--- config.mk ---
export PLATFORM = sky130hd
export DESIGN_NAME = decode_stage
export DESIGN_NICKNAME = d
export VERILOG_FILES = /design/src/common/rv_decode_pkg.sv /design/src/design/decode_stage.sv /design/src/decode/operand_select.sv /design/src/decode/alu_op_decoder.sv /design/src/decode/ctrl_decoder.sv
export VERILOG_INCLUDE_DIRS = /design/src /design/src/common
export SDC_FILE = /design/constraint.sdc
export NUM_CORES = 1
export LEC_CHECK = 0
export BUFFER_PORTS_ARGS = -buffer_cell sky130_fd_sc_hd__clkbuf_2
export CAP_MARGIN = 30
export CORE_MARGIN = 2
export CORE_UTILIZATION = 50
export DETAILED_ROUTE_END_ITERATION = 8
export GPL_TIMING_DRIVEN = 1
export PLACE_DENSITY = 0.86
export SLEW_MARGIN = 20
export SYNTH_ARGS = -nofsm -noshare
export SYNTH_HDL_FRONTEND = slang
export SYNTH_SLANG_ARGS = --single-unit
--- constraint.sdc ---
create_clock -name clk -period 3 [get_ports clk]
set_input_delay 0 -clock clk [delete_from_list [all_inputs] [get_ports clk]]
set_output_delay 0 -clock clk [all_outputs]
set_load 0.03 [all_outputs]
--- src/common/decode_settings.svh ---
`ifndef DECODE_SETTINGS_SVH
`define DECODE_SETTINGS_SVH

// datapath widths
`define XLEN        32  // data word
`define REG_ADDR_W  5   // x0..x31
`define ALU_OP_W    4   // alu_op_e encoding width
`define INSTR_W     32  // fixed-length RV32I words only

// instruction field positions (RV32I base formats)
`define OPCODE_W    7   // opcode sits at [6:0]
`define RD_LSB      7   // rd, also S-imm[4:0]
`define FUNCT3_LSB  12
`define FUNCT3_W    3
`define RS1_LSB     15
`define RS2_LSB     20
`define FUNCT7_LSB  25  // funct7, also S-imm[11:5]
`define FUNCT7_W    7

// immediates
`define IMM_I_LSB   20  // I-imm[11:0] lives in [31:20]
`define IMM_W       12  // both I and S immediates are 12 bits before extension

// bit 30 picks SUB/SRA over ADD/SRL
`define ALT_BIT     30

`endif
--- src/common/rv_decode_pkg.sv ---
`default_nettype none

`include "decode_settings.svh"

package rv_decode_pkg;

    typedef logic [`XLEN-1:0]       word_t;      // one data word
    typedef logic [`REG_ADDR_W-1:0] reg_addr_t;  // register index

    // instruction groups handled by the decode stage
    typedef enum logic [`OPCODE_W-1:0] {
        OPC_BUBBLE = 7'b000_0000,  // all-zero word, pipeline bubble
        OPC_LOAD   = 7'b000_0011,  // LB, LH, LW, LBU, LHU
        OPC_OP_IMM = 7'b001_0011,  // ADDI .. SRAI
        OPC_STORE  = 7'b010_0011,  // SB, SH, SW
        OPC_OP     = 7'b011_0011   // ADD .. AND
    } opcode_e;

    // ALU operations, NOP must stay at 0 so a cleared register is a bubble
    typedef enum logic [`ALU_OP_W-1:0] {
        ALU_NOP  = 4'd0,
        ALU_ADD  = 4'd1,
        ALU_SUB  = 4'd2,
        ALU_SLL  = 4'd3,
        ALU_SLT  = 4'd4,
        ALU_SLTU = 4'd5,
        ALU_XOR  = 4'd6,
        ALU_SRL  = 4'd7,
        ALU_SRA  = 4'd8,
        ALU_OR   = 4'd9,
        ALU_AND  = 4'd10
    } alu_op_e;

    // what the memory stage does with this instruction
    typedef enum logic [1:0] {
        MEM_NOP   = 2'd0,
        MEM_LOAD  = 2'd1,
        MEM_STORE = 2'd2
    } mem_op_e;

    // access size, loads also carry sign handling for write-back
    typedef enum logic [2:0] {
        BYTE_S = 3'd0,  // LB / SB
        HALF_S = 3'd1,  // LH / SH
        WORD   = 3'd2,  // LW / SW, also the idle value
        BYTE_U = 3'd3,  // LBU
        HALF_U = 3'd4   // LHU
    } mem_size_e;

endpackage

`default_nettype wire

--- src/design/decode_stage.sv ---
`default_nettype none

`include "decode_settings.svh"

module decode_stage import rv_decode_pkg::*; (
    input  logic               clk,
    input  logic               arst_n,
    input  logic [`INSTR_W-1:0] instr,
    // register file read port
    output reg_addr_t          rs1_addr,     // combinational
    output reg_addr_t          rs2_addr,
    input  word_t              rs1_data,
    input  word_t              rs2_data,
    // forwarding from the following stage
    input  logic               fwd_valid,
    input  reg_addr_t          fwd_rd,
    input  word_t              fwd_data,
    // registered towards execute
    output reg_addr_t          rd_addr,
    output word_t              alu_a,
    output word_t              alu_b,
    output alu_op_e            alu_op,
    output mem_op_e            mem_op,
    output mem_size_e          mem_size,
    output logic               wb_from_alu,
    output logic               wb_en,
    output word_t              store_data,
    output logic               illegal_instr
);

    // next values, one decode per cycle
    reg_addr_t rd_addr_d;
    opcode_e   group;
    logic      imm_is_store;
    logic      b_is_imm;
    mem_op_e   mem_op_d;
    mem_size_e mem_size_d;
    logic      wb_from_alu_d;
    logic      wb_en_d;
    logic      illegal_d;
    alu_op_e   alu_op_d;
    logic      alu_legal;
    word_t     alu_a_d;
    word_t     alu_b_d;
    word_t     store_data_d;
    logic      kill;            // nothing useful decoded, clear the payload

    ctrl_decoder ctrl_i (
        .instr         (instr),
        .alu_legal     (alu_legal),
        .rs1_addr      (rs1_addr),
        .rs2_addr      (rs2_addr),
        .rd_addr       (rd_addr_d),
        .group         (group),
        .imm_is_store  (imm_is_store),
        .b_is_imm      (b_is_imm),
        .mem_op        (mem_op_d),
        .mem_size      (mem_size_d),
        .wb_from_alu   (wb_from_alu_d),
        .wb_en         (wb_en_d),
        .illegal_instr (illegal_d)
    );

    alu_op_decoder alu_dec_i (
        .group     (group),
        .funct3    (instr[`FUNCT3_LSB +: `FUNCT3_W]),
        .bit30     (instr[`ALT_BIT]),
        .alu_op    (alu_op_d),
        .alu_legal (alu_legal)
    );

    operand_select opsel_i (
        .instr        (instr),
        .imm_is_store (imm_is_store),
        .b_is_imm     (b_is_imm),
        .rs1_addr     (rs1_addr),
        .rs2_addr     (rs2_addr),
        .rs1_data     (rs1_data),
        .rs2_data     (rs2_data),
        .fwd_valid    (fwd_valid),
        .fwd_rd       (fwd_rd),
        .fwd_data     (fwd_data),
        .alu_a        (alu_a_d),
        .alu_b        (alu_b_d),
        .store_data   (store_data_d)
    );

    // controls are already bubbled by the decoders, operands still follow the regfile
    assign kill = illegal_d || (group == OPC_BUBBLE);

    always_ff @(posedge clk or negedge arst_n) begin
        if (!arst_n) begin
            rd_addr       <= '0;
            alu_a         <= '0;
            alu_b         <= '0;
            alu_op        <= ALU_NOP;
            mem_op        <= MEM_NOP;
            mem_size      <= WORD;
            wb_from_alu   <= 1'b0;
            wb_en         <= 1'b0;
            store_data    <= '0;
            illegal_instr <= 1'b0;
        end else begin
            rd_addr       <= rd_addr_d;
            alu_op        <= alu_op_d;
            mem_op        <= mem_op_d;
            mem_size      <= mem_size_d;
            wb_from_alu   <= wb_from_alu_d;
            wb_en         <= wb_en_d;
            illegal_instr <= illegal_d;   // flag travels with the bubble
            alu_a         <= kill ? '0 : alu_a_d;
            alu_b         <= kill ? '0 : alu_b_d;
            store_data    <= store_data_d;  // zero unless a legal store
        end
    end

endmodule

`default_nettype wire

--- src/decode/operand_select.sv ---
`default_nettype none

`include "decode_settings.svh"

module operand_select import rv_decode_pkg::*; (
    input  word_t     instr,
    input  logic      imm_is_store,  // pick S-imm, also marks a store for store_data
    input  logic      b_is_imm,
    input  reg_addr_t rs1_addr,
    input  reg_addr_t rs2_addr,
    input  word_t     rs1_data,      // register file read data, same cycle
    input  word_t     rs2_data,
    input  logic      fwd_valid,     // later stage writes fwd_rd this cycle
    input  reg_addr_t fwd_rd,
    input  word_t     fwd_data,
    output word_t     alu_a,
    output word_t     alu_b,
    output word_t     store_data
);

    word_t imm_i;
    word_t imm_s;
    word_t imm;
    logic  fwd_hit_rs1;
    logic  fwd_hit_rs2;
    word_t rs1_val;
    word_t rs2_val;

    // I-type: imm[11:0] = instr[31:20]
    assign imm_i = {{(`XLEN-`IMM_W){instr[`INSTR_W-1]}}, instr[`IMM_I_LSB +: `IMM_W]};

    // S-type: imm[11:5] = instr[31:25], imm[4:0] = instr[11:7]
    assign imm_s = {{(`XLEN-`IMM_W){instr[`INSTR_W-1]}},
                    instr[`FUNCT7_LSB +: `FUNCT7_W],
                    instr[`RD_LSB +: `REG_ADDR_W]};

    assign imm = imm_is_store ? imm_s : imm_i;

    // x0 never forwards, it is hardwired zero in the register file
    assign fwd_hit_rs1 = fwd_valid && (fwd_rd == rs1_addr) && (rs1_addr != '0);
    assign fwd_hit_rs2 = fwd_valid && (fwd_rd == rs2_addr) && (rs2_addr != '0);

    assign rs1_val = fwd_hit_rs1 ? fwd_data : rs1_data;
    assign rs2_val = fwd_hit_rs2 ? fwd_data : rs2_data;

    assign alu_a      = rs1_val;
    assign alu_b      = b_is_imm ? imm : rs2_val;  // loads, stores and OP-IMM use the immediate
    assign store_data = imm_is_store ? rs2_val : '0;  // only stores carry data forward

endmodule

`default_nettype wire

--- src/decode/alu_op_decoder.sv ---
`default_nettype none

`include "decode_settings.svh"

module alu_op_decoder import rv_decode_pkg::*; (
    input  opcode_e              group,
    input  logic [`FUNCT3_W-1:0] funct3,
    input  logic                 bit30,      // funct7[5]
    output alu_op_e              alu_op,
    output logic                 alu_legal
);

    always_comb begin
        alu_op    = ALU_NOP;
        alu_legal = 1'b1;

        case (group)
            OPC_LOAD, OPC_STORE: alu_op = ALU_ADD;  // address = base + offset
            OPC_OP, OPC_OP_IMM: begin
                case (funct3)
                    3'b000: begin
                        // SUB exists only in the register form, ADDI ignores bit 30
                        alu_op = (bit30 && group == OPC_OP) ? ALU_SUB : ALU_ADD;
                    end
                    3'b001: begin
                        alu_op = ALU_SLL;
                        // SLLI has funct7 all zero, only bit 30 is visible here
                        if (group == OPC_OP_IMM && bit30) begin
                            alu_legal = 1'b0;
                        end
                    end
                    3'b010: alu_op = ALU_SLT;
                    3'b011: alu_op = ALU_SLTU;
                    3'b100: alu_op = ALU_XOR;
                    3'b101: alu_op = bit30 ? ALU_SRA : ALU_SRL;  // both forms
                    3'b110: alu_op = ALU_OR;
                    3'b111: alu_op = ALU_AND;
                    default: alu_op = ALU_NOP;
                endcase
                if (!alu_legal) begin
                    alu_op = ALU_NOP;  // illegal shift leaves no operation behind
                end
            end
            default: alu_op = ALU_NOP;  // bubble and unknown groups
        endcase
    end

endmodule

`default_nettype wire

--- src/decode/ctrl_decoder.sv ---
`default_nettype none

`include "decode_settings.svh"

module ctrl_decoder import rv_decode_pkg::*; (
    input  word_t     instr,
    input  logic      alu_legal,      // from alu_op_decoder, only meaningful for OP / OP-IMM
    output reg_addr_t rs1_addr,
    output reg_addr_t rs2_addr,
    output reg_addr_t rd_addr,
    output opcode_e   group,          // recognised group, BUBBLE if nothing usable
    output logic      imm_is_store,   // S-imm instead of I-imm
    output logic      b_is_imm,       // ALU operand B from immediate
    output mem_op_e   mem_op,
    output mem_size_e mem_size,
    output logic      wb_from_alu,    // write-back source: 1 = ALU, 0 = memory
    output logic      wb_en,
    output logic      illegal_instr
);

    logic [`FUNCT3_W-1:0] funct3;
    reg_addr_t            rs1_field;
    reg_addr_t            rs2_field;
    reg_addr_t            rd_field;

    assign funct3    = instr[`FUNCT3_LSB +: `FUNCT3_W];
    assign rs1_field = instr[`RS1_LSB +: `REG_ADDR_W];
    assign rs2_field = instr[`RS2_LSB +: `REG_ADDR_W];
    assign rd_field  = instr[`RD_LSB +: `REG_ADDR_W];

    always_comb begin
        // bubble values unless a legal group fills them in
        rs1_addr      = '0;
        rs2_addr      = '0;
        rd_addr       = '0;
        group         = OPC_BUBBLE;
        imm_is_store  = 1'b0;
        b_is_imm      = 1'b0;
        mem_op        = MEM_NOP;
        mem_size      = WORD;
        wb_from_alu   = 1'b0;
        wb_en         = 1'b0;
        illegal_instr = 1'b0;

        case (instr[`OPCODE_W-1:0])
            OPC_LOAD: begin
                case (funct3)
                    3'b000: mem_size = BYTE_S;  // LB
                    3'b001: mem_size = HALF_S;  // LH
                    3'b010: mem_size = WORD;    // LW
                    3'b100: mem_size = BYTE_U;  // LBU
                    3'b101: mem_size = HALF_U;  // LHU
                    default: illegal_instr = 1'b1;
                endcase
                if (!illegal_instr) begin
                    group    = OPC_LOAD;
                    rs1_addr = rs1_field;      // base address
                    rd_addr  = rd_field;
                    b_is_imm = 1'b1;           // base + I-imm
                    mem_op   = MEM_LOAD;
                    wb_en    = 1'b1;           // wb_from_alu stays low, data comes from memory
                end
            end
            OPC_STORE: begin
                case (funct3)
                    3'b000: mem_size = BYTE_S; // SB
                    3'b001: mem_size = HALF_S; // SH
                    3'b010: mem_size = WORD;   // SW
                    default: illegal_instr = 1'b1;
                endcase
                if (!illegal_instr) begin
                    group        = OPC_STORE;
                    rs1_addr     = rs1_field;  // base address
                    rs2_addr     = rs2_field;  // store data source
                    imm_is_store = 1'b1;
                    b_is_imm     = 1'b1;
                    mem_op       = MEM_STORE;
                end
            end
            OPC_OP_IMM: begin
                // group goes out regardless so the ALU decoder can judge the shift encoding
                group = OPC_OP_IMM;
                if (alu_legal) begin
                    rs1_addr    = rs1_field;
                    rd_addr     = rd_field;
                    b_is_imm    = 1'b1;
                    wb_from_alu = 1'b1;
                    wb_en       = 1'b1;
                end else begin
                    illegal_instr = 1'b1;
                end
            end
            OPC_OP: begin
                group = OPC_OP;
                if (alu_legal) begin
                    rs1_addr    = rs1_field;
                    rs2_addr    = rs2_field;
                    rd_addr     = rd_field;
                    wb_from_alu = 1'b1;
                    wb_en       = 1'b1;
                end else begin
                    illegal_instr = 1'b1;
                end
            end
            OPC_BUBBLE: begin
                // all-zero word, defaults already describe a bubble
            end
            default: illegal_instr = 1'b1;  // JAL, branches, LUI, FENCE, SYSTEM, junk
        endcase
    end

endmodule

`default_nettype wire

Word level (Yosys, flattened, before mapping). Index checks and enable logic that the tools add are counted.

Input bits: 136. Bits in writable memories: 0. Bits in registers: 113. Memories: 0. Memory bits (read-only): 0. Logic and storage cells: 92. Output and inout port bits: 123. Bits in latches: 0.

$mul: 0. Bitwise operators: 0. Mux-type cells: 48. Magnitude comparators: 0. Reductions and logical operators: 17. Equal/unequal tests: 17. Div/mod/pow operators: 0. Shifts and indexed selects: 0. $add $sub $neg: 0.

Operators by type and width (count): 32-bit two-way mux (6); 5-bit two-way mux (8); 4-bit one-hot mux with 8 select lines (1); 7-bit by 6-bit equality test with 1-bit output, second input constant (4); 7-bit one-hot mux with 4 select lines (1); 5-bit one-hot mux with 2 select lines (2); 1-bit two-way mux (15); 5-bit one-hot mux with 3 select lines (1); 7-bit by 2-bit equality test with 1-bit output, second input constant (2); 7-bit by 5-bit equality test with 1-bit output, second input constant (2); 7-bit logical NOT (2); 3-bit equality test, second input constant (4); 3-bit one-hot mux with 4 select lines (1); 5-bit equality test (2); 5-bit nonzero test (2); 4-bit two-way mux (2); 2-bit one-hot mux with 2 select lines (2); 4-bit one-hot mux with 2 select lines (1); 3-bit by 2-bit equality test with 1-bit output, second input constant (2); 1-bit logical AND (6); 2-bit two-way mux (3); 6-bit two-way mux (1); 3-bit one-hot mux with 2 select lines (1); 2-bit OR reduction (3); 8 further kinds (8).

Longest topological paths before layout.
Depth in word-level cells: 20. Mapped depth: 8. Depth with buffers taken out: 5.

Hierarchy. From an unflattened synthesis, not the netlist that was laid out.

Cell total of the unflattened synthesis: 584. Area, all modules: 6152.2 sq um.

By module, submodules not included: decode_stage (cells an instance 262, times used 1, seq. area each 2829.0 sq um, area an instance 3713.6 sq um); operand_select (cells an instance 234, times used 1, seq. area each 0.0 sq um, area an instance 1811.7 sq um); ctrl_decoder (cells an instance 66, times used 1, seq. area each 0.0 sq um, area an instance 441.7 sq um); alu_op_decoder (cells an instance 22, times used 1, seq. area each 0.0 sq um, area an instance 185.2 sq um).

Least setup slack after synthesis. OpenSTA, ideal clock, no wires.

Path kind: input to register. From: in instr[5]. To: reg alu_b[11]. Required time: 2861 ps. Library setup time: 139 ps. Path buffers: 2. Cell stages on the path: 7. Data arrival time: 1344 ps. Slack: 1518 ps. Path through: buf_4 nand4_1 a222oi_1 nand4_1 clkbuf_1 o31ai_1 a31oi_1.

Word-level cells in the longest chain between the ends: 16. Elaborated cells on any way between the ends: 30. Classes of those cells: eq/ne: 7; mux: 14; reduce/logical: 9.

RTL lines: from (decl) (RTL line decode_stage.sv:8) `` input logic [`INSTR_W-1:0] instr, ``; 7-bit by 6-bit equality test with 1-bit output, or another cell as far along (RTL line ctrl_decoder.sv:45) `` case (instr[`OPCODE_W-1:0]) ``; 7-bit one-hot mux with 4 select lines (RTL line ctrl_decoder.sv:45); 7-bit by 5-bit equality test with 1-bit output (RTL line alu_op_decoder.sv:17, alu_op_decoder.sv:28); 1-bit logical AND (RTL line alu_op_decoder.sv:28) `if (group == OPC_OP_IMM && bit30) begin`; 1-bit two-way mux (RTL line alu_op_decoder.sv:28); 1-bit two-way mux (RTL line alu_op_decoder.sv:20) `case (funct3)`; 1-bit two-way mux (2 in a row) (RTL line alu_op_decoder.sv:17) `case (group)`; 5-bit two-way mux (RTL line ctrl_decoder.sv:95) `if (alu_legal) begin`; 5-bit one-hot mux with 2 select lines (RTL line ctrl_decoder.sv:45); 5-bit equality test (RTL line operand_select.sv:41) `assign fwd_hit_rs2 = fwd_valid && (fwd_rd == rs2_addr) && (rs2_addr != '0);`; 1-bit logical AND (2 in a row) (RTL line operand_select.sv:41); 32-bit two-way mux (RTL line operand_select.sv:44) `assign rs2_val = fwd_hit_rs2 ? fwd_data : rs2_data;`; 32-bit two-way mux (RTL line operand_select.sv:47) `assign alu_b = b_is_imm ? imm : rs2_val;`; 32-bit two-way mux * (RTL line decode_stage.sv:112) `alu_b <= kill ? '0 : alu_b_d;`; to (signal assigned) (RTL line decode_stage.sv:112); to (decl) (RTL line decode_stage.sv:21) `output word_t alu_b,`.

Mark *: on every way between the ends. The rest lies on a longest branch, timed or not. The select of a mux whose other input is x is not followed.

Worst setup path after layout.
From: in instr[5]. To: reg store_data[18].

Word-level cells in the longest chain between the ends: 15. Elaborated cells on any way between the ends: 22. Classes of those cells: eq/ne: 7; mux: 10; reduce/logical: 5.

RTL lines: 7-bit by 6-bit equality test with 1-bit output, or another cell as far along (RTL line ctrl_decoder.sv:45); 7-bit one-hot mux with 4 select lines (RTL line ctrl_decoder.sv:45); 7-bit by 5-bit equality test with 1-bit output (RTL line alu_op_decoder.sv:17, alu_op_decoder.sv:28); 1-bit logical AND (RTL line alu_op_decoder.sv:28); 1-bit two-way mux (RTL line alu_op_decoder.sv:28); 1-bit two-way mux (RTL line alu_op_decoder.sv:20); 1-bit two-way mux (2 in a row) (RTL line alu_op_decoder.sv:17); 5-bit two-way mux (RTL line ctrl_decoder.sv:95); 5-bit one-hot mux with 2 select lines (RTL line ctrl_decoder.sv:45); 5-bit equality test (RTL line operand_select.sv:41); 1-bit logical AND (2 in a row) (RTL line operand_select.sv:41); 32-bit two-way mux (RTL line operand_select.sv:44); 32-bit two-way mux * (RTL line operand_select.sv:48) `assign store_data = imm_is_store ? rs2_val : '0;`; named net opsel_i.store_data[18] (RTL line operand_select.sv:18) `output word_t store_data`; to (signal assigned) (RTL line decode_stage.sv:113) `store_data <= store_data_d;`; to (decl) (RTL line decode_stage.sv:27) `output word_t store_data,`.

Mark *: on every way through the listed nets, which the timed path passes. The rest lies on a longest branch. The select of a mux whose other input is x is not followed.

==> results.toml <==
[status]
status = "finished, violations left"
violations = "negative setup slack"

[routing]
first_iter_violations = 898
routed_wl_um = 27600
drc = 0
viasPerCell = 6.61
drtPass1Iterations = 7
vias = 7175
wire_per_inst_um = 25.5
ant_nets = 0

[place]
dpl.cell_count = 871
io_buffers = 258
gp_congestion = 0.871
dp_hpwl_um = 12700
place_ws_ns = 0.725

[cells_and_area]
drive_above_1_share_pct = 36.7
layout_common_cells = "clkbuf_2 (257), dlygate4sd3_1 (169), dfrtp_1 (112)"
fin_util_pct = 88.7
syn2layout_area_growth_pct = 73.3
layout_commonest_cell = "clkbuf_2"
nets = 1069
fillers = 464
fin_cells = 1085

[worst_setup_path]
start_kind = "primary input"
path_class = "in2reg"
worstPathMaxFanout = 18
cp.required_ns = 3.41
end_kind = "flop"
worstPathArrival_ns = 3.51

[timing]
max_freq_mhz = 323
drv_slew = 0
min_period_ns = 3.10
setup_violations = 3
tightest_slew_ns = 0.940
whs_ns = 0.0264
hold_viol_final = 0
finalWorstSetupSlack_ns = -0.100
post-route-period-util_pct = 103
relSlewSlack_pct = 37.1

[die]
die_y_um = 106
die_area_sq_um = 11300
die_x_um = 106
core_sq_um = 10200
design.portCount = 259
rows = 37
initial_core_util_pct = 51.2

[pwr]
p_leak_nw = 4.53
power.share.clock_pct = 50.0
switching_share_pct = 26.4
power.internal_mw = 3.05
p_switching_mw = 1.09
power_density_nw_per_um2 = 457
p_seq_share_pct = 37.1
peakVddDrop_v = 0.000373
power_mw = 4.15
combPwrFrac_pct = 12.8

[logic_synthesis]
syn_inst = 515
yosys.cell_types.count = 51
synth_edf_count = 0
syn_nets = 651
synth_top_area_cell = "dfrtp_1"
avgSynthCellArea_sq_um = 10.2
ys_ff_latch = 113
yosysSeqAreaShare_pct = 54.0
async_flop_share_pct = 100
yosysTopAreaCellShare_pct = 53.5
synth_flop_cell = "dfrtp_1"
ys_warn_count = 0
syn_area_sq_um = 5240
synthTopCellsByArea = "dfrtp_1 (53%), a21oi_1 (6.5%), nand4_1 (4.7%)"

[clocking]
h-tree-depth = 4
cts_buffers = 17
path_clk_slew_ns = 0.06
root_buffer = "clkbuf_8"
clkSinkCount = 113
clk_path_buf_depth = 2
cts_tree = "yes"

[global_routing]
first_global_vias = 6986
grt_first_pass_wirelength_um = 39200
grt_overflow = 0
grt_max_degree = 66
track_usage_pct = 46.1
antenna_found_initial = 3

[job]
maxCapViolations = 0

[hold_path]
worst_hold_path_type = "in2reg"
==> sequential cells by signal, summed over array words and instances (netlist names) <==
name,cells
alu_op,4
alu_b,32
alu_a,32
store_data,32
wb_from_alu,1
illegal_instr,1
rd_addr,5
mem_size,3
mem_op,2
wb_en,1
==> power groups by stage <==
stage	sequential [mW]	combinational, mW	clock [mW]
final	1.54	0.532	2.07
after global routing	1.54	0.557	2.15
after CTS	1.54	0.469	2.03
after detailed placement	1.56	0.351	0
after global placement	1.56	0.341	0
after floorplan	1.58	0.138	0
==> per-layer routing <==
metal | track usage, % | up-vias | routed length, um
met3 | 16.2 | 276 | 3890
met1 | 52.2 | 3264 | 8580
met5 | 0 | - | 0
met2 | 74.8 | 839 | 12600
met4 | 27.8 | 0 | 2560
li1 | - | 2796 | -
==> critical path: stages <==
cell and delay [ns]:
dlygate4sd3_1 0.52, clkbuf_2 0.31, and3_2 0.34, o2111ai_4 0.29, xnor2_4 0.33, buf_4 0.26, o31ai_1 0.57, a21oi_1 0.23
dlygate4sd3_1 0.64
==> cells by family after synthesis <==
group                  synth area share (%)
buffers and inverters                  5.49
flip-flops                             54.0
AO/OA/AOI/OAI                          24.3
AND/OR/NAND/NOR                        13.6
multiplexers                           1.48
XOR/XNOR                               1.15
==> synthesized netlist by cell type, types with 2 or more instances <==
cell / number
a211oi_1: 3
a21oi_1: 68
a31oi_1: 32
and2_1: 7
and3_1: 5
and4_1: 2
buf_2: 23
buf_4: 4
clkbuf_1: 27
dfrtp_1: 112
inv_1: 7
mux2_1: 3
mux2_2: 3
nand2_1: 9
nand2b_1: 2
nand3_1: 34
nand4_1: 39
nor2_1: 6
nor2b_1: 9
nor3_1: 5
nor4_1: 3
o211ai_1: 3
o21ai_0: 32
o21ai_1: 17
o31ai_1: 22
o31ai_2: 10
xor2_1: 4
==> final timing paths <==
path	from	slack [ns]	cells after the start	to
worst max-delay path	instr[5]	-0.10	9	store_data[18]
worst min-delay path	instr[0]	0.03	5	illegal_instr
min in group asynchronous	arst_n	0.05	2	alu_a[17]
max in group asynchronous	arst_n	2.16	3	rd_addr[2]
==> stage by stage <==
stage	instance area, sq um	TNS [ns]
3_3_place_gp	6650	0
5_1_grt	9070	-0.552
6_report	9080	-0.197
4_1_cts	8930	0
3_5_place_dp	6650	0
2_1_floorplan	5240	0
==> layout make-up <==
type                            count  area (sq um)  area share (%)
Timing Repair Buffer              452          3200            35.3
Sequential cell                   113          2830            31.2
Multi-Input combinational cell    341          2240            24.7
Clock buffer                       19           432            4.76
Tap cell                          136           170            1.87
Clock inverter                     13           161            1.78
Inverter                            8          30.0           0.331
Antenna cell                        3          7.51          0.0827
==> timing repair <==
action / in CTS / in global routing
buffers inserted: 0 / 8
gates resized for setup: 0 / 7
setup endpoints to repair: 0 / 44
hold endpoints to repair: 157 / 0
hold buffers: 169 / 0
Power figures use the tool's default switching activity.
